===== src/wb_bus_config.svh =====
`ifndef WB_BUS_CONFIG_SVH
`define WB_BUS_CONFIG_SVH

// bus geometry
`define WB_AW 32
`define WB_DW 32
`define WB_SW 4

// four windows, each one selected by the top address nibble
`define WB_NS 4
`define WB_BASE0 32'h0000_0000
`define WB_BASE1 32'h1000_0000
`define WB_BASE2 32'h2000_0000
`define WB_BASE3 32'h3000_0000
`define WB_MASK 32'hF000_0000

// window 3 decodes but is refused
`define WB_ACCESS_ALLOWED 4'b0111

// slave sizing
`define WB_RAM_WORDS 256
`define WB_ID_VALUE 32'h5742_0001
`define WB_REG_COUNT 4
`endif


===== src/wb_bus_pkg.sv =====
`include "wb_bus_config.svh"

package wb_bus_pkg;

	// bus payload types
	typedef logic [`WB_AW-1:0] addr_t;
	typedef logic [`WB_DW-1:0] data_t;
	typedef logic [`WB_SW-1:0] sel_t;

	// one bit per window, none-selected flag on top
	typedef logic [`WB_NS:0] decode_t;

	// slave index, values line up with the decode bit positions
	typedef enum logic [2:0] {SLV_RAM0, SLV_REGS, SLV_RAM1, SLV_RSVD, SLV_NONE} slave_e;

	// splitter FSM
	typedef enum logic [1:0] {ST_IDLE, ST_WAIT, ST_ERR} split_state_e;

	// register block word offsets
	typedef enum logic [1:0] {REG_ID, REG_SCRATCH0, REG_SCRATCH1, REG_COUNT} reg_addr_e;

endpackage


===== src/wb_if.sv =====
`timescale 1ns/1ps

interface wb_if;

	// request side, driven by the master
	logic               cyc;
	logic               stb;
	logic               we;
	wb_bus_pkg::addr_t  adr;
	wb_bus_pkg::data_t  dat_w;
	wb_bus_pkg::sel_t   sel;

	// response side, driven by the slave
	// ack and err are single-cycle pulses and never high together
	logic               ack;
	logic               err;
	wb_bus_pkg::data_t  dat_r;

	modport master
	(
		output cyc, stb, we, adr, dat_w, sel,
		input  ack, err, dat_r
	);

	modport slave
	(
		input  cyc, stb, we, adr, dat_w, sel,
		output ack, err, dat_r
	);

endinterface


===== src/wb_regfile.sv =====
`timescale 1ns/1ps
`include "wb_bus_config.svh"

module wb_regfile
(
	input  logic  i_clk,
	input  logic  i_reset,
	wb_if.slave   s
);

	// register index width, taken from word address bits
	localparam int RIDX_W = $clog2(`WB_REG_COUNT);

	// every register past ID and before COUNT is scratch
	localparam int NSCRATCH = `WB_REG_COUNT - 2;

	wb_bus_pkg::reg_addr_e  raddr;
	wb_bus_pkg::data_t      scratch [NSCRATCH];
	wb_bus_pkg::data_t      count;
	wb_bus_pkg::data_t      rdata;
	logic                   ack;
	logic                   accept;

	assign raddr = wb_bus_pkg::reg_addr_e'(s.adr[RIDX_W+1:2]);
	assign accept = s.cyc && s.stb && !ack;

	////////////////////////////////////////////////////////////////////////////
	// handshake and registers
	////////////////////////////////////////////////////////////////////////////

	always_ff @(posedge i_clk)
	begin
		if (i_reset)
		begin
			ack <= 1'b0;
			count <= '0;
			for (int r = 0; r < NSCRATCH; r++)
				scratch[r] <= '0;
		end
		else
		begin
			ack <= accept;
			// bumped at the accept edge, a COUNT read sees the old value
			if (accept)
				count <= count + 1'b1;
			// ID and COUNT drop writes silently
			if (accept && s.we)
			begin
				for (int b = 0; b < `WB_SW; b++)
				begin
					if (s.sel[b] && (raddr == wb_bus_pkg::REG_SCRATCH0))
						scratch[0][b*8 +: 8] <= s.dat_w[b*8 +: 8];
					if (s.sel[b] && (raddr == wb_bus_pkg::REG_SCRATCH1))
						scratch[1][b*8 +: 8] <= s.dat_w[b*8 +: 8];
				end
			end
		end
	end

	// read word captured alongside the ack
	always_ff @(posedge i_clk)
	begin
		if (accept)
		begin
			case (raddr)
				wb_bus_pkg::REG_ID:       rdata <= `WB_ID_VALUE;
				wb_bus_pkg::REG_SCRATCH0: rdata <= scratch[0];
				wb_bus_pkg::REG_SCRATCH1: rdata <= scratch[1];
				default:                  rdata <= count;
			endcase
		end
	end

	assign s.ack = ack;
	assign s.err = 1'b0;
	assign s.dat_r = ack ? rdata : '0;

endmodule


===== src/flat_wrapper.sv =====
// flat-port wrapper written by rule: the top's interface ports become plain ports
module wb_regfile_flat 
  (i_clk, i_reset, s_cyc, s_stb, s_we, s_adr, s_dat_w, s_sel, s_ack, s_err, s_dat_r);
  wb_if s_i ();
  input  logic i_clk;
  input  logic i_reset;
  input wire logic [$bits(s_i.cyc)-1:0] s_cyc;
  input wire logic [$bits(s_i.stb)-1:0] s_stb;
  input wire logic [$bits(s_i.we)-1:0] s_we;
  input wire logic [$bits(s_i.adr)-1:0] s_adr;
  input wire logic [$bits(s_i.dat_w)-1:0] s_dat_w;
  input wire logic [$bits(s_i.sel)-1:0] s_sel;
  output wire logic [$bits(s_i.ack)-1:0] s_ack;
  output wire logic [$bits(s_i.err)-1:0] s_err;
  output wire logic [$bits(s_i.dat_r)-1:0] s_dat_r;
  assign s_i.cyc = s_cyc;
  assign s_i.stb = s_stb;
  assign s_i.we = s_we;
  assign s_i.adr = s_adr;
  assign s_i.dat_w = s_dat_w;
  assign s_i.sel = s_sel;
  assign s_ack = s_i.ack;
  assign s_err = s_i.err;
  assign s_dat_r = s_i.dat_r;
  wb_regfile u_core (.i_clk(i_clk), .i_reset(i_reset), .s(s_i));
endmodule

===== config.mk =====
export PLATFORM = sky130hd
export DESIGN_NAME = wb_regfile_flat
export DESIGN_NICKNAME = d
export VERILOG_FILES = /design/src/wb_bus_pkg.sv /design/src/wb_if.sv /design/src/wb_regfile.sv /design/src/flat_wrapper.sv
export VERILOG_INCLUDE_DIRS = /design/src
export SDC_FILE = /design/constraint.sdc
export NUM_CORES = 1
export LEC_CHECK = 0
export BUFFER_PORTS_ARGS = -buffer_cell sky130_fd_sc_hd__buf_2
export CAP_MARGIN = 30
export CORE_ASPECT_RATIO = 0.75
export CORE_MARGIN = 2
export CORE_UTILIZATION = 60
export DETAILED_ROUTE_END_ITERATION = 12
export PLACE_DENSITY_LB_ADDON = 0.3
export SYNTH_ARGS = -nofsm -noshare
export SYNTH_HDL_FRONTEND = slang
export SYNTH_SLANG_ARGS = --single-unit

===== constraint.sdc =====
create_clock -name i_clk -period 5.7 [get_ports i_clk]
set_input_delay 0.285 -clock i_clk [delete_from_list [all_inputs] [get_ports i_clk]]
set_output_delay 0.285 -clock i_clk [all_outputs]
set_load 0.01 [all_outputs]

Word-level counts from Yosys, hierarchy flattened
Memory sizes are Yosys's and may differ from the RTL's.
Cells that the tools add are included.
{ "op_classes": {"addsub": 1, "eq_ne": 2, "muxes": 44, "bitwise": 8, "n_reduce_logical": 13} }
{ "ops": {"columns": ["operator", "n"], "rows": [
  ["one-hot mux 32 bit (3 select lines)", 1],
  ["two-way mux 8 bit", 8],
  ["two-way mux 1 bit", 34],
  ["adder 32 x 1 -> 32 bit, second input constant", 1],
  ["two-way mux 32 bit", 1],
  ["logical AND 1 bit", 11],
  ["bitwise OR 1 bit", 8],
  ["== test 2 x 1 -> 1 bit, second input constant", 1],
  ["== test 2 bit, second input constant", 1],
  ["zero test 2 bit", 1],
  ["zero test 1 bit", 1]
]} }
{ "word_totals": {"reg_bits": 65, "ram_bits": 64, "output_inout_bits": 34, "mem_count": 1} }
{ "memory_table": {"columns": ["name", "depth", "word_bits", "rd", "rd_clocked_by_memory_dff", "wr", "line", "text"], "rows": [
  ["u_core.scratch", 2, 32, 2, 0, 2, "wb_regfile.sv:18", "wb_bus_pkg::data_t scratch [NSCRATCH];"]
]} }

Logic depth before layout (Yosys ltp)
{ "depth": {"word_depth": 7, "depth_mapped": 6, "ltp_nobuf": 5} }

Worst setup path before layout
No wires, ideal clock.
{ "synth_path": {"path_type": "reg2reg", "from": "register u_core.ack (netlist: u_core.s.ack)", "to": "register u_core.count[3]", "setup_time_ns": 0.128, "t_arrival_ns": 2.063, "required_time_ns": 5.572, "setup_slack_ns": 3.509, "path_stages_with_launch": 6, "cell_sequence": "dfxtp_1 and3b_1 clkbuf_1 nand4_1 xor2_1 nor2_1"} }
{ "synth_via": {"elab_chain_cells": 2} }
{ "synth_lines": {"columns": ["item", "line", "text"], "rows": [
  ["start: declaration", "wb_regfile.sv:21", "logic ack;"],
  ["start signal: assignment", "wb_regfile.sv:42", "ack <= accept;"],
  ["zero test 1 bit", "wb_regfile.sv:25", "assign accept = s.cyc && s.stb && !ack;"],
  ["logical AND 1 bit", "wb_regfile.sv:25", null],
  ["via u_core.accept", "wb_regfile.sv:22", "logic accept;"],
  ["end signal: assignment", "wb_regfile.sv:45", "count <= count + 1'b1;"],
  ["end: declaration", "wb_regfile.sv:19", "wb_bus_pkg::data_t count;"]
]} }
The timed path passes the listed nets, and every way through them passes these cells.
A chain may end at the register's enable or synchronous reset.

Final worst setup path
{ "layout_path": {"from": "register u_core.count[5]", "to": "register u_core.count[31]"} }
{ "layout_via": {"elab_chain_cells": 1} }
{ "layout_lines": {"columns": ["item", "line"], "rows": [
  ["adder 32 x 1 -> 32 bit", "wb_regfile.sv:45"]
]} }
Every way passes these cells.

==> impl_metrics.env <==
export IMPL_outcome="finished, final reports clean"
export IMPL_cts_clk_slew_worst_paths_ns=0.05
export IMPL_worstPathMaxFanout=15
export IMPL_clk_latency_ns=0.42
export IMPL_synth_ff_latch_count=129
export IMPL_ys_flop_type="edfxtp_1"
export IMPL_drt_iter0_markers=334
export IMPL_rsz0062_at_grt="false"
export IMPL_synthTopCellsByCount="edfxtp_1 (96), and2_1 (89), dfxtp_1 (33)"
export IMPL_ctsHtreeMaxLevel=4
export IMPL_row_count=31
export IMPL_synth_nets=561
export IMPL_post_cts_hold_buffer_count=0
export IMPL_relSlewSlack_pct=38.9
export IMPL_vias=4092
export IMPL_drcViolationCount=0
export IMPL_drv_slew=0
export IMPL_gp_congestion=0.793
export IMPL_syn_inst=487
export IMPL_clock_fmax_mhz=430
export IMPL_wirelength_mm=12.9
export IMPL_power_leakage_nw=2.62
export IMPL_slowest_delay_ns=0.64
export IMPL_drv_cap=0
export IMPL_required_ns=6.01
export IMPL_start_kind="register"
export IMPL_tightest_slew_ns=0.916
export IMPL_hold_path_class="input pin to register"
export IMPL_finalHoldViolations=0
export IMPL_drive_above_1_share_pct=23.8
export IMPL_dp_cells=668
export IMPL_grt_pass1_vias=3872
export IMPL_reg2reg_depth=4
export IMPL_period_needed_ns=2.33
export IMPL_finalNonFillerCells=699
export IMPL_antenna_found_initial=0
export IMPL_place_ws_ns=3.07
export IMPL_min_period_over_period_pct=40.8
export IMPL_whs_path_depth=2
export IMPL_cts_tree="yes"
export IMPL_die_y_um=89.8
export IMPL_port_buffers=75
export IMPL_end_kind="register"
export IMPL_postCtsSetupBuffers=0
export IMPL_p_per_area_nw_per_um2=321
export IMPL_avgSynthCellArea_um2=12.1
export IMPL_wl_per_cell_um=18.4
export IMPL_setup_viol=0
export IMPL_synth_top_cell_by_area="edfxtp_1"
export IMPL_die_width_um=118
export IMPL_fin_setup_tns_ns=0
export IMPL_post_cts_resized=0
export IMPL_worst_clock_skew_ns=0.0120
export IMPL_syn_area_um2=5900
export IMPL_yosysMostFrequentCell="edfxtp_1"
export IMPL_synth_area_leaders="edfxtp_1 (49%), dfxtp_1 (11%), and2_1 (9.4%)"
export IMPL_critical_path_top_delay_family="simple AND/OR/NAND/NOR gates"
export IMPL_yosysTopAreaCellShare_pct=48.9
export IMPL_cts_buffers=17
export IMPL_synth_edff_count=96
export IMPL_final_area_um2=6880
export IMPL_synthArstFlopShare_pct=0
export IMPL_track_usage_pct=24.9
export IMPL_worst_slack_ns=3.37
export IMPL_drtPass1Iterations=5
export IMPL_cts_max_path_buffers=2
export IMPL_peakVddDrop_mv=0.294
export IMPL_grt_pass1_wl_mm=20.0
export IMPL_p_total_mw=2.21
export IMPL_placed_area_um2=6320
export IMPL_hold_ws_ns=0.150
export IMPL_core_area_um2=9620
export IMPL_path_cells="nand4_1 > or3_1 > nor4_1 > mux2_2"
export IMPL_cts_root_buf="clkbuf_16"
export IMPL_worst_path_stages=4
export IMPL_grt_overflow=0
export IMPL_fin_util_pct=71.5
export IMPL_ios=107
export IMPL_synthToLayoutAreaGrowth_pct=16.7
export IMPL_die_area_um2=10600
export IMPL_antenna_cells=0
export IMPL_synth_seq_area_share_pct=60.1
export IMPL_critical_path_class="register to register"
export IMPL_cp_slowest_cell="or3_1"
export IMPL_initial_core_util_pct=61.3
export IMPL_ant_nets=0
export IMPL_yosysWarnings=0
export IMPL_crit_buf_inv=0
export IMPL_viasPerCell=5.85
export IMPL_finalNetCount=629
export IMPL_synth_cell_types=39
export IMPL_grt_max_degree=53
export IMPL_cts_sinks=129
export IMPL_cp_arrival_ns=2.64
export IMPL_hpwlAfterDp_mm=8.17
logic make-up (layout without fill, tap and decap cells):
family | after synthesis | in the layout | synth area share (%)
adders and majority gates | 1 | 1 | 0.212
other | 1 | 1 | 0.0636
DFF | 129 | 129 | 60.1
and+or+nand+nor | 199 | 199 | 19.9
buffers and inverters | 35 | 115 | 2.78
AOI/OAI and AO/OA | 76 | 76 | 8.74
xor gates and xnor gates | 9 | 9 | 1.34
muxes | 37 | 37 | 6.88
registers in the layout (all words and copies together), names as in the netlist:
name	count
u_core.scratch	64
u_core.count	32
u_core.rdata	32
u_core.s.ack	1
routing by layer:
layer  share of wire [%]  vias to the layer above  track usage (%)
li1                    -                     1928                -
met1                  45                     1993             34.5
met2                  47                      161             38.1
met3                 6.7                       10             7.55
met4                 1.1                        0             7.54
met5                   0                        -                0
where the power goes:
| part | internal, mW | switching, mW |
|---|---|---|
| Combinational | 0.0420 | 0.0640 |
| Clock | 0.676 | 0.378 |
| Sequential | 1.04 | 0.00920 |
| Total | 1.76 | 0.451 |
cell type report:
cell class,instances,area (um2)
Inverter,5,18.8
Fill cell,683,2740
Tap cell,132,165
Multi-Input combinational cell,323,2190
Sequential cell,129,3540
Clock buffer,22,444
Timing Repair Buffer,79,405
Clock inverter,9,115
path summary, 6_finish.rpt:
path,slack (ns),start,end
worst max-delay path,3.37,u_core.count[5],u_core.count[31]
worst max register to register,3.37,u_core.count[5],u_core.count[31]
worst min register to register,0.51,u_core.count[29],u_core.count[29]
worst min-delay path,0.15,s_dat_w[14],u_core.scratch[0][14]
cells in the final DEF, fill, tap and decap left out, types with 2 or more instances in the layout:
master	netlist	routed
edfxtp_1	96	96
and2_1	89	89
buf_2	1	75
dfxtp_1	33	33
mux2_2	28	28
a21oi_1	26	26
a22o_1	24	24
nor2_1	23	23
clkbuf_16	0	17
nand2_1	16	16
or4_1	13	13
nand4_1	11	11
nor3_1	10	10
nand3_1	10	10
mux2i_1	9	9
o31ai_1	9	9
o21bai_1	8	8
o21ai_0	8	8
or3_1	7	7
nor2b_1	5	5
inv_1	5	5
nor4_1	5	5
xnor2_1	5	5
clkbuf_1	22	5
xor2_1	4	4
clkinv_1	0	4
buf_4	1	4
bufinv_16	0	3
nand2b_1	2	2
or2_2	2	2
clkinv_2	0	2
(Power assumes the default switching activity.)
