[src/wb_bus_config.svh]
`ifndef WB_BUS_CONFIG_SVH
`define WB_BUS_CONFIG_SVH

// bus geometry
`define WB_AW 32
`define WB_DW 32
`define WB_SW 4

// four windows, each one selected by the top address nibble
`define WB_NS 4
`define WB_BASE0 32'h0000_0000
`define WB_BASE1 32'h1000_0000
`define WB_BASE2 32'h2000_0000
`define WB_BASE3 32'h3000_0000
`define WB_MASK 32'hF000_0000

// window 3 decodes but is refused
`define WB_ACCESS_ALLOWED 4'b0111

// slave sizing
`define WB_RAM_WORDS 256
`define WB_ID_VALUE 32'h5742_0001
`define WB_REG_COUNT 4
`endif

[src/wb_bus_pkg.sv]
`include "wb_bus_config.svh"

package wb_bus_pkg;

	// bus payload types
	typedef logic [`WB_AW-1:0] addr_t;
	typedef logic [`WB_DW-1:0] data_t;
	typedef logic [`WB_SW-1:0] sel_t;

	// one bit per window, none-selected flag on top
	typedef logic [`WB_NS:0] decode_t;

	// slave index, values line up with the decode bit positions
	typedef enum logic [2:0] {SLV_RAM0, SLV_REGS, SLV_RAM1, SLV_RSVD, SLV_NONE} slave_e;

	// splitter FSM
	typedef enum logic [1:0] {ST_IDLE, ST_WAIT, ST_ERR} split_state_e;

	// register block word offsets
	typedef enum logic [1:0] {REG_ID, REG_SCRATCH0, REG_SCRATCH1, REG_COUNT} reg_addr_e;

endpackage

[src/wb_if.sv]
`timescale 1ns/1ps

interface wb_if;

	// request side, driven by the master
	logic               cyc;
	logic               stb;
	logic               we;
	wb_bus_pkg::addr_t  adr;
	wb_bus_pkg::data_t  dat_w;
	wb_bus_pkg::sel_t   sel;

	// response side, driven by the slave
	// ack and err are single-cycle pulses and never high together
	logic               ack;
	logic               err;
	wb_bus_pkg::data_t  dat_r;

	modport master
	(
		output cyc, stb, we, adr, dat_w, sel,
		input  ack, err, dat_r
	);

	modport slave
	(
		input  cyc, stb, we, adr, dat_w, sel,
		output ack, err, dat_r
	);

endinterface

[src/addr_decode.sv]
`timescale 1ns/1ps
`include "wb_bus_config.svh"

module addr_decode
(
	input  logic                 i_valid,
	input  wb_bus_pkg::addr_t    i_addr,
	output wb_bus_pkg::decode_t  o_decode
);

	////////////////////////////////////////////////////////////////////////////
	// window table
	////////////////////////////////////////////////////////////////////////////

	// bases packed with window 0 in the low word
	localparam logic [`WB_NS*`WB_AW-1:0] SLAVE_BASE =
		{`WB_BASE3, `WB_BASE2, `WB_BASE1, `WB_BASE0};

	// every window uses the same compare mask
	localparam wb_bus_pkg::addr_t SLAVE_MASK = `WB_MASK;

	// a window may match in the compare and still be refused here
	localparam logic [`WB_NS-1:0] ALLOWED = `WB_ACCESS_ALLOWED;

	// per-window match before valid qualification
	logic [`WB_NS-1:0] prematch;

	////////////////////////////////////////////////////////////////////////////
	// masked compare
	////////////////////////////////////////////////////////////////////////////

	always_comb
	begin
		for (int i = 0; i < `WB_NS; i++)
		begin
			// xor leaves ones only where address and base differ
			prematch[i] = (((i_addr ^ SLAVE_BASE[i*`WB_AW +: `WB_AW]) & SLAVE_MASK) == '0)
				&& ALLOWED[i];
		end
	end

	////////////////////////////////////////////////////////////////////////////
	// one-hot output
	////////////////////////////////////////////////////////////////////////////

	// bases are distinct under the mask, so at most one prematch bit is set
	always_comb
	begin
		o_decode = '0;
		if (i_valid)
		begin
			o_decode[`WB_NS-1:0] = prematch;
			// no allowed window claims the address, the splitter answers with err
			o_decode[`WB_NS] = (prematch == '0);
		end
	end

endmodule

[src/wb_splitter.sv]
`timescale 1ns/1ps

module wb_splitter
(
	input  logic  i_clk,
	input  logic  i_reset,
	wb_if.slave   m,
	wb_if.master  s_ram0,
	wb_if.master  s_regs,
	wb_if.master  s_ram1
);

	// position of the none-selected flag in the decode word
	localparam int NONE_BIT = $bits(wb_bus_pkg::decode_t) - 1;

	wb_bus_pkg::split_state_e  state;
	wb_bus_pkg::split_state_e  next_state;
	wb_bus_pkg::decode_t       decode;
	wb_bus_pkg::slave_e        dec_slave;
	wb_bus_pkg::slave_e        r_slave;
	wb_bus_pkg::slave_e        target;
	logic                      dec_valid;
	logic                      dec_err;
	logic                      sel_ack;
	logic                      sel_err;
	wb_bus_pkg::data_t         sel_dat;

	// only a fresh strobe in idle gets decoded
	assign dec_valid = m.cyc && m.stb && (state == wb_bus_pkg::ST_IDLE);

	addr_decode u_addr_decode
	(
		.i_valid  (dec_valid),
		.i_addr   (m.adr),
		.o_decode (decode)
	);

	// one-hot to slave index
	always_comb
	begin
		dec_slave = wb_bus_pkg::SLV_NONE;
		if (decode[int'(wb_bus_pkg::SLV_RAM0)])
			dec_slave = wb_bus_pkg::SLV_RAM0;
		else if (decode[int'(wb_bus_pkg::SLV_REGS)])
			dec_slave = wb_bus_pkg::SLV_REGS;
		else if (decode[int'(wb_bus_pkg::SLV_RAM1)])
			dec_slave = wb_bus_pkg::SLV_RAM1;
	end

	// refused window 3 and unmapped addresses both land on the none flag
	assign dec_err = decode[NONE_BIT];

	////////////////////////////////////////////////////////////////////////////
	// FSM
	////////////////////////////////////////////////////////////////////////////

	always_comb
	begin
		next_state = state;
		case (state)
			wb_bus_pkg::ST_IDLE:
				if (dec_err)
					next_state = wb_bus_pkg::ST_ERR;
				else if (dec_valid)
					next_state = wb_bus_pkg::ST_WAIT;
			// master abort or slave response both end the transfer
			wb_bus_pkg::ST_WAIT:
				if (!m.cyc || m.ack || m.err)
					next_state = wb_bus_pkg::ST_IDLE;
			default:
				next_state = wb_bus_pkg::ST_IDLE;
		endcase
	end

	always_ff @(posedge i_clk)
	begin
		if (i_reset)
		begin
			state <= wb_bus_pkg::ST_IDLE;
			r_slave <= wb_bus_pkg::SLV_NONE;
		end
		else
		begin
			state <= next_state;
			// latch the target as the strobe is accepted
			if (state == wb_bus_pkg::ST_IDLE)
				r_slave <= dec_slave;
		end
	end

	////////////////////////////////////////////////////////////////////////////
	// request routing
	////////////////////////////////////////////////////////////////////////////

	// decode steers the first cycle, the held index the wait cycle
	always_comb
	begin
		case (state)
			wb_bus_pkg::ST_IDLE: target = dec_slave;
			wb_bus_pkg::ST_WAIT: target = r_slave;
			default:             target = wb_bus_pkg::SLV_NONE;
		endcase
	end

	// request fields broadcast, stb only to the target
	assign s_ram0.cyc   = m.cyc;
	assign s_ram0.stb   = m.stb && (target == wb_bus_pkg::SLV_RAM0);
	assign s_ram0.we    = m.we;
	assign s_ram0.adr   = m.adr;
	assign s_ram0.dat_w = m.dat_w;
	assign s_ram0.sel   = m.sel;

	assign s_regs.cyc   = m.cyc;
	assign s_regs.stb   = m.stb && (target == wb_bus_pkg::SLV_REGS);
	assign s_regs.we    = m.we;
	assign s_regs.adr   = m.adr;
	assign s_regs.dat_w = m.dat_w;
	assign s_regs.sel   = m.sel;

	assign s_ram1.cyc   = m.cyc;
	assign s_ram1.stb   = m.stb && (target == wb_bus_pkg::SLV_RAM1);
	assign s_ram1.we    = m.we;
	assign s_ram1.adr   = m.adr;
	assign s_ram1.dat_w = m.dat_w;
	assign s_ram1.sel   = m.sel;

	////////////////////////////////////////////////////////////////////////////
	// response mux
	////////////////////////////////////////////////////////////////////////////

	always_comb
	begin
		sel_ack = 1'b0;
		sel_err = 1'b0;
		sel_dat = '0;
		case (r_slave)
			wb_bus_pkg::SLV_RAM0:
			begin
				sel_ack = s_ram0.ack;
				sel_err = s_ram0.err;
				sel_dat = s_ram0.dat_r;
			end
			wb_bus_pkg::SLV_REGS:
			begin
				sel_ack = s_regs.ack;
				sel_err = s_regs.err;
				sel_dat = s_regs.dat_r;
			end
			wb_bus_pkg::SLV_RAM1:
			begin
				sel_ack = s_ram1.ack;
				sel_err = s_ram1.err;
				sel_dat = s_ram1.dat_r;
			end
			default:
			begin
				sel_ack = 1'b0;
			end
		endcase
	end

	assign m.ack = (state == wb_bus_pkg::ST_WAIT) && sel_ack;

	// decode error is answered here, one cycle after the strobe
	assign m.err = ((state == wb_bus_pkg::ST_ERR) && m.cyc && m.stb)
		|| ((state == wb_bus_pkg::ST_WAIT) && sel_err);

	// data is zero outside the ack cycle
	assign m.dat_r = m.ack ? sel_dat : '0;

endmodule

[src/flat_wrapper.sv]
// flat-port wrapper written by rule: the top's interface ports become plain ports
module wb_splitter_flat 
  (i_clk, i_reset, m_cyc, m_stb, m_we, m_adr, m_dat_w, m_sel, m_ack, m_err, m_dat_r, s_ram0_cyc, s_ram0_stb, s_ram0_we, s_ram0_adr, s_ram0_dat_w, s_ram0_sel, s_ram0_ack, s_ram0_err, s_ram0_dat_r, s_regs_cyc, s_regs_stb, s_regs_we, s_regs_adr, s_regs_dat_w, s_regs_sel, s_regs_ack, s_regs_err, s_regs_dat_r, s_ram1_cyc, s_ram1_stb, s_ram1_we, s_ram1_adr, s_ram1_dat_w, s_ram1_sel, s_ram1_ack, s_ram1_err, s_ram1_dat_r);
  wb_if m_i ();
  wb_if s_ram0_i ();
  wb_if s_regs_i ();
  wb_if s_ram1_i ();
  input  logic i_clk;
  input  logic i_reset;
  input wire logic [$bits(m_i.cyc)-1:0] m_cyc;
  input wire logic [$bits(m_i.stb)-1:0] m_stb;
  input wire logic [$bits(m_i.we)-1:0] m_we;
  input wire logic [$bits(m_i.adr)-1:0] m_adr;
  input wire logic [$bits(m_i.dat_w)-1:0] m_dat_w;
  input wire logic [$bits(m_i.sel)-1:0] m_sel;
  output wire logic [$bits(m_i.ack)-1:0] m_ack;
  output wire logic [$bits(m_i.err)-1:0] m_err;
  output wire logic [$bits(m_i.dat_r)-1:0] m_dat_r;
  output wire logic [$bits(s_ram0_i.cyc)-1:0] s_ram0_cyc;
  output wire logic [$bits(s_ram0_i.stb)-1:0] s_ram0_stb;
  output wire logic [$bits(s_ram0_i.we)-1:0] s_ram0_we;
  output wire logic [$bits(s_ram0_i.adr)-1:0] s_ram0_adr;
  output wire logic [$bits(s_ram0_i.dat_w)-1:0] s_ram0_dat_w;
  output wire logic [$bits(s_ram0_i.sel)-1:0] s_ram0_sel;
  input wire logic [$bits(s_ram0_i.ack)-1:0] s_ram0_ack;
  input wire logic [$bits(s_ram0_i.err)-1:0] s_ram0_err;
  input wire logic [$bits(s_ram0_i.dat_r)-1:0] s_ram0_dat_r;
  output wire logic [$bits(s_regs_i.cyc)-1:0] s_regs_cyc;
  output wire logic [$bits(s_regs_i.stb)-1:0] s_regs_stb;
  output wire logic [$bits(s_regs_i.we)-1:0] s_regs_we;
  output wire logic [$bits(s_regs_i.adr)-1:0] s_regs_adr;
  output wire logic [$bits(s_regs_i.dat_w)-1:0] s_regs_dat_w;
  output wire logic [$bits(s_regs_i.sel)-1:0] s_regs_sel;
  input wire logic [$bits(s_regs_i.ack)-1:0] s_regs_ack;
  input wire logic [$bits(s_regs_i.err)-1:0] s_regs_err;
  input wire logic [$bits(s_regs_i.dat_r)-1:0] s_regs_dat_r;
  output wire logic [$bits(s_ram1_i.cyc)-1:0] s_ram1_cyc;
  output wire logic [$bits(s_ram1_i.stb)-1:0] s_ram1_stb;
  output wire logic [$bits(s_ram1_i.we)-1:0] s_ram1_we;
  output wire logic [$bits(s_ram1_i.adr)-1:0] s_ram1_adr;
  output wire logic [$bits(s_ram1_i.dat_w)-1:0] s_ram1_dat_w;
  output wire logic [$bits(s_ram1_i.sel)-1:0] s_ram1_sel;
  input wire logic [$bits(s_ram1_i.ack)-1:0] s_ram1_ack;
  input wire logic [$bits(s_ram1_i.err)-1:0] s_ram1_err;
  input wire logic [$bits(s_ram1_i.dat_r)-1:0] s_ram1_dat_r;
  assign m_i.cyc = m_cyc;
  assign m_i.stb = m_stb;
  assign m_i.we = m_we;
  assign m_i.adr = m_adr;
  assign m_i.dat_w = m_dat_w;
  assign m_i.sel = m_sel;
  assign m_ack = m_i.ack;
  assign m_err = m_i.err;
  assign m_dat_r = m_i.dat_r;
  assign s_ram0_cyc = s_ram0_i.cyc;
  assign s_ram0_stb = s_ram0_i.stb;
  assign s_ram0_we = s_ram0_i.we;
  assign s_ram0_adr = s_ram0_i.adr;
  assign s_ram0_dat_w = s_ram0_i.dat_w;
  assign s_ram0_sel = s_ram0_i.sel;
  assign s_ram0_i.ack = s_ram0_ack;
  assign s_ram0_i.err = s_ram0_err;
  assign s_ram0_i.dat_r = s_ram0_dat_r;
  assign s_regs_cyc = s_regs_i.cyc;
  assign s_regs_stb = s_regs_i.stb;
  assign s_regs_we = s_regs_i.we;
  assign s_regs_adr = s_regs_i.adr;
  assign s_regs_dat_w = s_regs_i.dat_w;
  assign s_regs_sel = s_regs_i.sel;
  assign s_regs_i.ack = s_regs_ack;
  assign s_regs_i.err = s_regs_err;
  assign s_regs_i.dat_r = s_regs_dat_r;
  assign s_ram1_cyc = s_ram1_i.cyc;
  assign s_ram1_stb = s_ram1_i.stb;
  assign s_ram1_we = s_ram1_i.we;
  assign s_ram1_adr = s_ram1_i.adr;
  assign s_ram1_dat_w = s_ram1_i.dat_w;
  assign s_ram1_sel = s_ram1_i.sel;
  assign s_ram1_i.ack = s_ram1_ack;
  assign s_ram1_i.err = s_ram1_err;
  assign s_ram1_i.dat_r = s_ram1_dat_r;
  wb_splitter u_core (.i_clk(i_clk), .i_reset(i_reset), .m(m_i), .s_ram0(s_ram0_i), .s_regs(s_regs_i), .s_ram1(s_ram1_i));
endmodule
[config.mk]
export PLATFORM = sky130hd
export DESIGN_NAME = wb_splitter_flat
export DESIGN_NICKNAME = d
export VERILOG_FILES = /design/src/wb_bus_pkg.sv /design/src/wb_if.sv /design/src/addr_decode.sv /design/src/wb_splitter.sv /design/src/flat_wrapper.sv
export VERILOG_INCLUDE_DIRS = /design/src
export SDC_FILE = /design/constraint.sdc
export NUM_CORES = 1
export LEC_CHECK = 0
export BUFFER_PORTS_ARGS = -buffer_cell sky130_fd_sc_hd__buf_2
export CORE_AREA = 2 2 165 167
export CTS_BUF_LIST = sky130_fd_sc_hd__clkbuf_16
export CTS_CLUSTER_DIAMETER = 100
export DETAILED_ROUTE_END_ITERATION = 10
export DIE_AREA = 0 0 167 169
export PLACE_DENSITY = 0.43
export SLEW_MARGIN = 20
export SYNTH_ARGS = -nofsm -noshare
export SYNTH_HDL_FRONTEND = slang
export SYNTH_SLANG_ARGS = --single-unit
export TNS_END_PERCENT = 30
[constraint.sdc]
create_clock -name i_clk -period 3.85 [get_ports i_clk]
set_input_delay 0.1925 -clock i_clk [delete_from_list [all_inputs] [get_ports i_clk]]
set_output_delay 0.1925 -clock i_clk [all_outputs]
set_load 0.03 [all_outputs]
# After elaboration in Yosys (flattened, before gate mapping)
# Cells that the tools add are included.
[word_totals] reg_bits=5 latchBits=0 ramBits=0 mem_bits_ro=0 in_bits=175 output_inout_bits=247 elab_cells=46 memories=0
[op_classes] n_addsub=0 mul=0 div=0 n_lt_le_gt_ge=0 eq_ne=8 shifts=0 mux=13 n_bitwise=2 reduce_logical=21
[ops] operator="32-bit zero test" n=3
[ops] operator="32-bit one-hot mux with 3 select lines" n=1
[ops] operator="32-bit two-way mux" n=1
[ops] operator="1-bit logical AND" n=9
[ops] operator="3-bit two-way mux" n=3
[ops] operator="3-bit by 1-bit equality test with 1-bit output (second input constant)" n=2
[ops] operator="3-bit by 2-bit equality test with 1-bit output (second input constant)" n=2
[ops] operator="3-bit zero test" n=2
[ops] operator="2-bit two-way mux" n=3
[ops] operator="1-bit one-hot mux with 3 select lines" n=2
[ops] operator="3-bit one-hot mux with 2 select lines" n=1
[ops] operator="5-bit two-way mux" n=1
[ops] operator="4-bit zero test" n=1
[ops] operator="2-bit one-hot mux with 2 select lines" n=1
[ops] operator="1-bit logical OR" n=3
[ops] operator="3-bit by 1-bit != test with 1-bit output (second input constant)" n=1
[ops] operator="2-bit by 1-bit equality test with 1-bit output (second input constant)" n=1
[ops] operator="2-bit equality test (second input constant)" n=1
[ops] operator="2-bit zero test" n=1
[ops] operator="2-bit by 1-bit != test with 1-bit output (second input constant)" n=1
[ops] operator="1-bit NOT" n=2
[ops] operator="2-bit AND reduction" n=1
[ops] operator="1-bit zero test" n=1

# Depth between registers and ports, before layout
# Gate-level depths: netlist of the first run.
[logic_depth] depth_word=10 ltp_mapped=6 depth_no_buf=4

# Cells and area by module
# From an unflattened synthesis of the first run, not the netlist that was laid out.
[hier_totals] hier_cells=380 hier_area_um2=2861.5
[modules_own_cells] module="wb_splitter" instances=1 cells_per_inst=372 area_per_inst_um2=2800.2 seq_area_each_um2=100.1
[modules_own_cells] module="addr_decode" instances=1 cells_per_inst=8 area_per_inst_um2=61.3 seq_area_each_um2=0.0

# Least setup slack after synthesis of the first run
# No wires, ideal clock.
[synth_timing] kind="flip-flop to output port" startpoint="register u_core.state[1]" endpoint="output port s_regs_stb" arrival_time_ns=1.657 t_required_ns=3.658 slack_ns=2.000 stages_incl_launch_ff=5 n_path_buf=0 path_cell_list="dfxtp_1 nand4bb_4 nor2_1 a32o_1 nor3_1"
[synth_between] elab_chain_cells=9 elab_cells_between_ends=10 classes_between="2 x eq/ne; 5 x mux; 3 x reduce/logical"
[synth_rtl] item="start, declared" line_no="wb_splitter.sv:16" text="wb_bus_pkg::split_state_e state;"
[synth_rtl] item="start signal, assigned" line_no="wb_splitter.sv:79" text="state <= wb_bus_pkg::ST_IDLE;"
[synth_rtl] item="start signal, assigned" line_no="wb_splitter.sv:84" text="state <= next_state;"
[synth_rtl] item="2-bit zero test" line_no="wb_splitter.sv:29, wb_splitter.sv:98"
[synth_rtl] item="1-bit logical AND" line_no="wb_splitter.sv:29" text="assign dec_valid = m.cyc && m.stb && (state == wb_bus_pkg::ST_IDLE);"
[synth_rtl] item="5-bit two-way mux" line_no="addr_decode.sv:50" text="if (i_valid)"
[synth_rtl] item="3-bit two-way mux" line_no="wb_splitter.sv:46" text="else if (decode[int'(wb_bus_pkg::SLV_RAM1)])"
[synth_rtl] item="3-bit two-way mux" line_no="wb_splitter.sv:44" text="else if (decode[int'(wb_bus_pkg::SLV_REGS)])"
[synth_rtl] item="3-bit two-way mux" line_no="wb_splitter.sv:42" text="if (decode[int'(wb_bus_pkg::SLV_RAM0)])"
[synth_rtl] item="3-bit one-hot mux with 2 select lines (*)" line_no="wb_splitter.sv:98" text="case (state)"
[synth_rtl] item="3-bit by 1-bit equality test with 1-bit output (*)" line_no="wb_splitter.sv:114" text="assign s_regs.stb = m.stb && (target == wb_bus_pkg::SLV_REGS);"
[synth_rtl] item="1-bit logical AND (*)" line_no="wb_splitter.sv:114"
[synth_rtl] item="end, declared" line_no="flat_wrapper.sv:29" text="output wire logic [$bits(s_regs_i.stb)-1:0] s_regs_stb;"
# Every way passes the cells marked *; elsewhere a longest branch is shown, timed or not.

# Worst setup path in the final report of the first run
[layout_timing] startpoint="register u_core.r_slave[1]" endpoint="output port m_dat_r[13]"
[layout_between] elab_chain_cells=4 elab_cells_between_ends=7 classes_between="2 x eq/ne; 3 x mux; 2 x reduce/logical"
[layout_rtl] item="start, declared" line_no="wb_splitter.sv:20" text="wb_bus_pkg::slave_e r_slave;"
[layout_rtl] item="start signal, assigned" line_no="wb_splitter.sv:80" text="r_slave <= wb_bus_pkg::SLV_NONE;"
[layout_rtl] item="start signal, assigned" line_no="wb_splitter.sv:87" text="r_slave <= dec_slave;"
[layout_rtl] item="3-bit by 2-bit equality test with 1-bit output, or another cell as far along" line_no="wb_splitter.sv:136" text="case (r_slave)"
[layout_rtl] item="1-bit one-hot mux with 3 select lines" line_no="wb_splitter.sv:136"
[layout_rtl] item="1-bit logical AND" line_no="wb_splitter.sv:162" text="assign m.ack = (state == wb_bus_pkg::ST_WAIT) && sel_ack;"
[layout_rtl] item="32-bit two-way mux (*)" line_no="wb_splitter.sv:169" text="assign m.dat_r = m.ack ? sel_dat : '0;"
[layout_rtl] item="end, declared" line_no="flat_wrapper.sv:18" text="output wire logic [$bits(m_i.dat_r)-1:0] m_dat_r;"
# Marks and branches as above.

==> summary.md, run 1 <==
| Metric | Value |
|---|---|
| Post-synth cell types | 30 |
| Synth Flop Type | sky130_fd_sc_hd__dfxtp_1 |
| Vias per std cell | ~3.1 |
| Hold buffer count at cts | 0 |
| Async set-or-reset flop fraction in the synthesized netlist | 0 |
| Final sum of negative setup slack | 0 ps |
| Buffer cell driving the clock tree root | sky130_fd_sc_hd__clkbuf_16 |
| VDD IR max | about 0.000084 V |
| WP buf/inv | 2 |
| Setup skew after layout | 1.81 ps |
| Top-level I/O count | between 400 and 500 |
| Start of the worst register-to-register path | u_core.r_slave[1] |
| CTS Buf Count | 3 |
| Share of the synthesized area in the top cell type | 0.574 |
| Leading area contributor after synthesis | sky130_fd_sc_hd__buf_4 |
| Overflow left after global routing | 0 |
| Crit Path Max Fanout | 32 |
| Switching part of the total | 0.289 |
| Number of warnings reported in the yosys synthesis log | 0 |
| TritonCTS clock tree | done |
| Via count | ~2.1k |
| Critical path's slowest cell | sky130_fd_sc_hd__nor2b_4 |
| Routed wire per std cell | 14.0 um |
| Gate power share | 0.366 |
| Max clock buf depth | 2 |
| I/O Buffers | 161 |
| Final period util | 0.705 |
| Slew HR | 0.350 |
| Post-layout net count | 518 |
| Critical path launch point type | register |
| Final antenna-violating net count | 0 |
| Cell area after synthesis | 2800 sq um |
| Mean area per synthesized cell | between 7 and 8 sq um |
| Ratio of cells with drive above 1 in the final layout | 0.515 |
| Number of cells traversed by the worst hold path | 2 |
| Top cells by area, synth | sky130_fd_sc_hd__buf_4, sky130_fd_sc_hd__mux2i_1, sky130_fd_sc_hd__nor2_1, sky130_fd_sc_hd__a21oi_1, sky130_fd_sc_hd__dfxtp_1 |
| Post-synthesis cell count | between 300 and 400 |
| Drt first pass iters | 4 |
| WP data arrival | between 2000 and 3000 ps |
| Number of maximum-capacitance constraint violations | 0 |
| Family with the most delay on the worst path | simple AND/OR/NAND/NOR gates |
| Cell chain of the critical path | buf_4 -> nor2b_4 -> a21oi_1 -> nor2_1 -> buf_2 |
| Global-route wire length before repair | 13000 um |
| Total net switching power | ~100 uW |
| R2R cell count | 6 |
| Width of the die | 167 um |
| Initial antenna violation count | 1 |
| WL met1 | 2940 um |
| Clock-pin slew reported for the worst setup and hold paths after clock tree synthesis | ~30 ps |
| Gr usage total | 0.0623 |
| Diode insertion count for antenna repair | 0 |
| Highest metal used | met4 |
| RePlAce Congestion | roughly 0.67 |
| Minimum clock period after layout | approximately 2700 ps |
| Path type of the worst setup path | reg2out |
| Power per cell area | roughly 140 nW/um^2 |
| Sequential power share | 0.155 |
| Number of levels the H-tree was split into | 1 |
| Hold crit path type | in2reg |
| Detailed route wirelength on metal3 | approximately 1300 um |
| Final routed DRC violation total | 0 |
| HPWL Detailed | approximately 7700 um |
| Launch instance of the worst min-delay path | i_reset |
| Final-report max-slew violation count | 0 |
| Die H | ~170 um |
| Tot Pwr | roughly 360 uW |
| Levels on crit path | 5 |
| Run status | finished, final reports clean |
| Clock share of power | 0.479 |
| Number of synthesized flops with an enable pin | 0 |
| Pin count of the biggest net entering global routing | 39 |
| Crit path from | u_core.r_slave[1] |
| Clock sinks | 5 |
| Maximum cell stage delay along the critical path | ~820 ps |
| Site Rows | 60 |
| Actual transition at the worst max-transition pin | around 970 ps |
| Number of hold violations in the final report | 0 |
| Highest attainable clock frequency | about 370 MHz |
| Critical path required time | around 3700 ps |
| Core area | 26500 sq um |
| Cell leakage power | 1.12 nW |
| Cells resized by post-CTS repair | 0 |
| Die area | around 28000 sq um |
| Kind of capture point of the worst setup path | output pin |
| Synthesized net count | 574 |
| Buffers inserted during post-CTS setup optimization | 0 |
| # setup viols final | 0 |
| Commonest non-fill, non-tap cells in the layout | sky130_fd_sc_hd__buf_2, sky130_fd_sc_hd__nor2_1, sky130_fd_sc_hd__a21oi_1 |
| Final routed wirelength across all metal layers | between 9000 and 10000 um |
| Layout Area Growth over Synthesis | -11.7% |
| Setup repair after global routing missed its margin | false |
| Insertion delay of the later-clocked pin in the worst-skew pair | ~230 ps |
| Number of global-route vias before repair | slightly above 2k |
| Most common cell after layout, fill and taps aside | sky130_fd_sc_hd__buf_2 |
| Routed met2 length | approximately 4700 um |
| Internal cell power | ~250 uW |
| Share of synthesized area occupied by flip-flops and latches | 0.0357 |
| Flip-flop and latch count after synthesis | 5 |
| Number of DRC violations after detailed-routing iteration 0 | 27 |
| Starting utilization of the core area | 0.106 |
[worst reg2reg max path: stages (launching register included)]
cell and delay [ps]:
sky130_fd_sc_hd__dfxtp_2 500, sky130_fd_sc_hd__buf_4 530, sky130_fd_sc_hd__nand2b_1 240, sky130_fd_sc_hd__a21boi_4 70, sky130_fd_sc_hd__o21ai_4 140, sky130_fd_sc_hd__buf_4 430
sky130_fd_sc_hd__a32o_1 230
[synthesized netlist by cell type, types with 3 or more instances]
cell type and count:
sky130_fd_sc_hd__o21ai_0 5, sky130_fd_sc_hd__nor2b_1 4, sky130_fd_sc_hd__buf_6 3, sky130_fd_sc_hd__mux2i_1 33
sky130_fd_sc_hd__buf_4 214, sky130_fd_sc_hd__clkbuf_1 5, sky130_fd_sc_hd__dfxtp_1 5, sky130_fd_sc_hd__inv_1 3
sky130_fd_sc_hd__nor2_1 68, sky130_fd_sc_hd__a21oi_1 34
[worst paths after layout]
| path | slack [ps] | endpoint |
|---|---|---|
| setup / recovery | 1130 | m_dat_r[13] |
| setup reg to reg | 1640 | u_core.state[0] |
| hold / removal | 170 | u_core.r_slave[1] |
| hold reg to reg | 540 | u_core.r_slave[2] |
[power by group through the flow]
stage                     Sequential (mW)  Clock, mW  Combinational, mW
after global routing               0.0553      0.178              0.145
after global placement             0.0558          0              0.130
final                              0.0550      0.170              0.130
after CTS                          0.0551      0.174              0.132
after detailed placement           0.0558          0              0.132
after floorplan                    0.0551          0              0.447
[registers in the layout (all words and copies together), names as in the netlist]
signal,cells
u_core.r_slave,3
u_core.state,2
[through the flow]
stage / cell area [sq um] / hold WS [ps] / instances / utilization / setup WS, ps
after floorplan: 2800 / 262 / 399 / - / 2000
after global placement: 2390 / 385 / 679 / 0.0903 / 1170
after detailed placement: 2390 / 385 / 679 / 0.0903 / 1240
after CTS: 2470 / 168 / 683 / 0.0933 / 993
after global routing: 2470 / 184 / 683 / 0.0933 / 867
final: 2470 / 168 / 683 / 0.0933 / 1130
[layout make-up]
| type | count | area (sq um) |
|---|---|---|
| fillers | 3155 | 24000 |
| multi-input cells | 166 | 1020 |
| flip-flops and latches | 5 | 103 |
| clock buffers | 3 | 75.1 |
| clock inverters | 1 | 3.75 |
| repair buffers | 164 | 828 |
| inverters | 3 | 11.3 |
| well taps | 341 | 427 |
[per-layer routing]
metal | vias up | GRT usage
met5 | - | 0
met2 | 202 | 0.114
met1 | 885 | 0.0530
met3 | 63 | 0.0306
li1 | 961 | -
met4 | 0 | 0.0424
[logic make-up after synthesis]
| logic type | count (synthesis) | synth area share |
|---|---|---|
| buffers and inverters | 228 | 0.601 |
| AND/OR/NAND/NOR | 86 | 0.143 |
| flip-flops | 5 | 0.0357 |
| multiplexers | 34 | 0.122 |
| AO/OA/AOI/OAI | 46 | 0.0988 |
Power figures use the tool's default switching activity.
==> run 2, diff against run 1 <==
Settings changed: CORE_AREA 2 2 165 167 to 2 2 163 165, DIE_AREA 0 0 167 169 to 0 0 165 167.
Clock period 3.85 ns to 2.6 ns, I/O delays scaled along.
==> run 2 against run 1 <==
  * Final cell count is 0.29% lower
  * Global-route usage hardly changed
  * Clock power is 46% higher
  * Worst setup slack worse by 620 ps
  * First-iteration DRC count is 63% higher
  * Register-to-register slack worse by 850 ps
==> summary.md, run 2 (synthesis gave the netlist of run 1 again) <==
| Metric | Value |
|---|---|
| Run status | finished, final reports clean |
| Placed cell count | 677 |
| Clock share of power | 0.470 |
| Flip-flop count of the largest register after layout | 3 |
| Max clock buf depth | 2 |
| Total net switching power | 153 uW |
| Buffer cell driving the clock tree root | sky130_fd_sc_hd__clkbuf_16 |
| HPWL Detailed | roughly 7900 um |
| Path type of the worst setup path | reg2out |
| Layout Area Growth over Synthesis | -10.5% |
| CTS Buf Count | 3 |
| Sequential power share | 0.155 |
| Setup repair after global routing missed its margin | false |
| Drt first pass iters | 6 |
| Top-level I/O count | around 420 |
| Post-layout net count | between 500 and 600 |
| Diode insertion count for antenna repair | 0 |
| Number of global-route vias before repair | between 2k and 2.5k |
| I/O Buffers | between 150 and 200 |
| Final antenna-violating net count | 0 |
| Buffers inserted during post-CTS setup optimization | 0 |
| Die area | around 28000 sq um |
| Core area | around 26000 sq um |
| Non-filler instance count after layout | approximately 700 |
| Cell leakage power | roughly 1.1 nW |
| Hold crit path type | in2reg |
| Gate power share | 0.375 |
| Register bank with the most flops | u_core.r_slave |
| Ratio of cells with drive above 1 in the final layout | 0.520 |
| Switching part of the total | 0.290 |
| Overflow left after global routing | 0 |
| Slew HR | 0.698 |
| Final routed wirelength across all metal layers | 9470 um |
| Commonest non-fill, non-tap cells in the layout | sky130_fd_sc_hd__buf_2, sky130_fd_sc_hd__nor2_1, sky130_fd_sc_hd__a21oi_1 |
| Final sum of negative setup slack | 0 ps |
| Most common cell after layout, fill and taps aside | sky130_fd_sc_hd__buf_2 |
| Area of combinational cells with multiple inputs | between 1000 and 1500 sq um |
| Initial antenna violation count | 0 |
| Width of the die | about 170 um |
| Hold buffer count at cts | 0 |
| Starting utilization of the core area | 0.109 |
| Cells resized by post-CTS repair | 0 |
| Sequential cell area in the final layout | 103 sq um |
| Insertion delay of the later-clocked pin in the worst-skew pair | 230 ps |
| # setup viols final | 0 |
| Vias per std cell | slightly above 3 |
| Site Rows | 59 |
| RePlAce Congestion | around 0.76 |
| Pin count of the biggest net entering global routing | 27 |
| Actual transition at the worst max-transition pin | around 450 ps |
| Final-report max-slew violation count | 0 |
| Number of hold violations in the final report | 0 |
| Clock sinks | 5 |
| Critical path required time | approximately 2500 ps |
| Count of fill cells added during filler insertion | between 3k and 4k |
| Critical path launch point type | register |
| Number of levels the H-tree was split into | 1 |
| Tot Pwr | approximately 530 uW |
| Final routed DRC violation total | 0 |
| Global-route wire length before repair | 13000 um |
| Gr usage total | 0.0626 |
| Highest attainable clock frequency | 478 MHz |
| Clock-pin slew reported for the worst setup and hold paths after clock tree synthesis | ~30 ps |
| Power per cell area | around 210 nW/um^2 |
| WP data arrival | roughly 2000 ps |
| Kind of capture point of the worst setup path | output pin |
| Routed wire per std cell | around 14 um |
| TritonCTS clock tree | done |
| Final period util | 0.804 |
| Internal cell power | around 370 uW |
| Die H | 167 um |
| Via count | roughly 2.1k |
| Largest registers in the final layout | u_core.r_slave x3, u_core.state x2 |
| Number of DRC violations after detailed-routing iteration 0 | 44 |
| Number of maximum-capacitance constraint violations | 0 |
| Setup skew after layout | between 1.5 and 2 ps |
| Crit Path Max Fanout | 25 |
| VDD IR max | between 0.00015 and 0.0002 V |
| Minimum clock period after layout | 2090 ps |
[run 2: cell types whose count changed in the layout (fill, tap and decap cells not counted)]
cell	delta
sky130_fd_sc_hd__buf_4	+3
sky130_fd_sc_hd__buf_12	+1
[run 2: layout make-up]
type,instances,share of cell area
Multi-Input combinational cell,166,0.409
Clock inverter,1,0.00150
Timing Repair Buffer,168,0.347
Inverter,3,0.00449
Clock buffer,3,0.0299
Tap cell,335,0.167
Sequential cell,5,0.0409
[run 2: power groups by stage]
stage	sequential (mW)	clock [mW]	combinational [mW]
2_1_floorplan	0.0815	0	0.663
3_3_place_gp	0.0822	0	0.199
3_5_place_dp	0.0824	0	0.200
4_1_cts	0.0814	0.251	0.201
5_1_grt	0.0816	0.261	0.220
6_report	0.0815	0.248	0.198
[run 2: path summary, 6_finish.rpt]
kind              slack (ps)  depth (start not counted)         startpoint                 to
setup / recovery         510                          6  u_core.r_slave[1]              m_err
hold reg to reg          550                          2  u_core.r_slave[2]  u_core.r_slave[2]
setup reg to reg         790                          5  u_core.r_slave[1]    u_core.state[0]
hold / removal           120                          2            i_reset  u_core.r_slave[1]
[run 2: per-layer routing]
layer,vias to the layer above,routed length (um),track usage
li1,969,-,-
met5,-,0,0
met1,890,3340,0.0625
met3,75,1280,0.0294
met4,0,677,0.0491
met2,185,4160,0.0995
[run 2: through the flow]
stage	util	instance area (sq um)	hold WS [ps]	setup WS [ps]
2_1_floorplan	-	2800	199	813
3_3_place_gp	0.0943	2430	260	675
3_5_place_dp	0.0943	2430	260	696
4_1_cts	0.0973	2510	113	457
5_1_grt	0.0973	2510	130	340
6_report	0.0973	2510	120	510
[run 2: critical path, cell delays in order (launching register included)]
cell and delay, ps:
sky130_fd_sc_hd__dfxtp_2 460, sky130_fd_sc_hd__buf_4 440, sky130_fd_sc_hd__mux2i_1 130, sky130_fd_sc_hd__o21ai_0 260
sky130_fd_sc_hd__nand2_1 140, sky130_fd_sc_hd__nand2_1 80, sky130_fd_sc_hd__buf_2 200
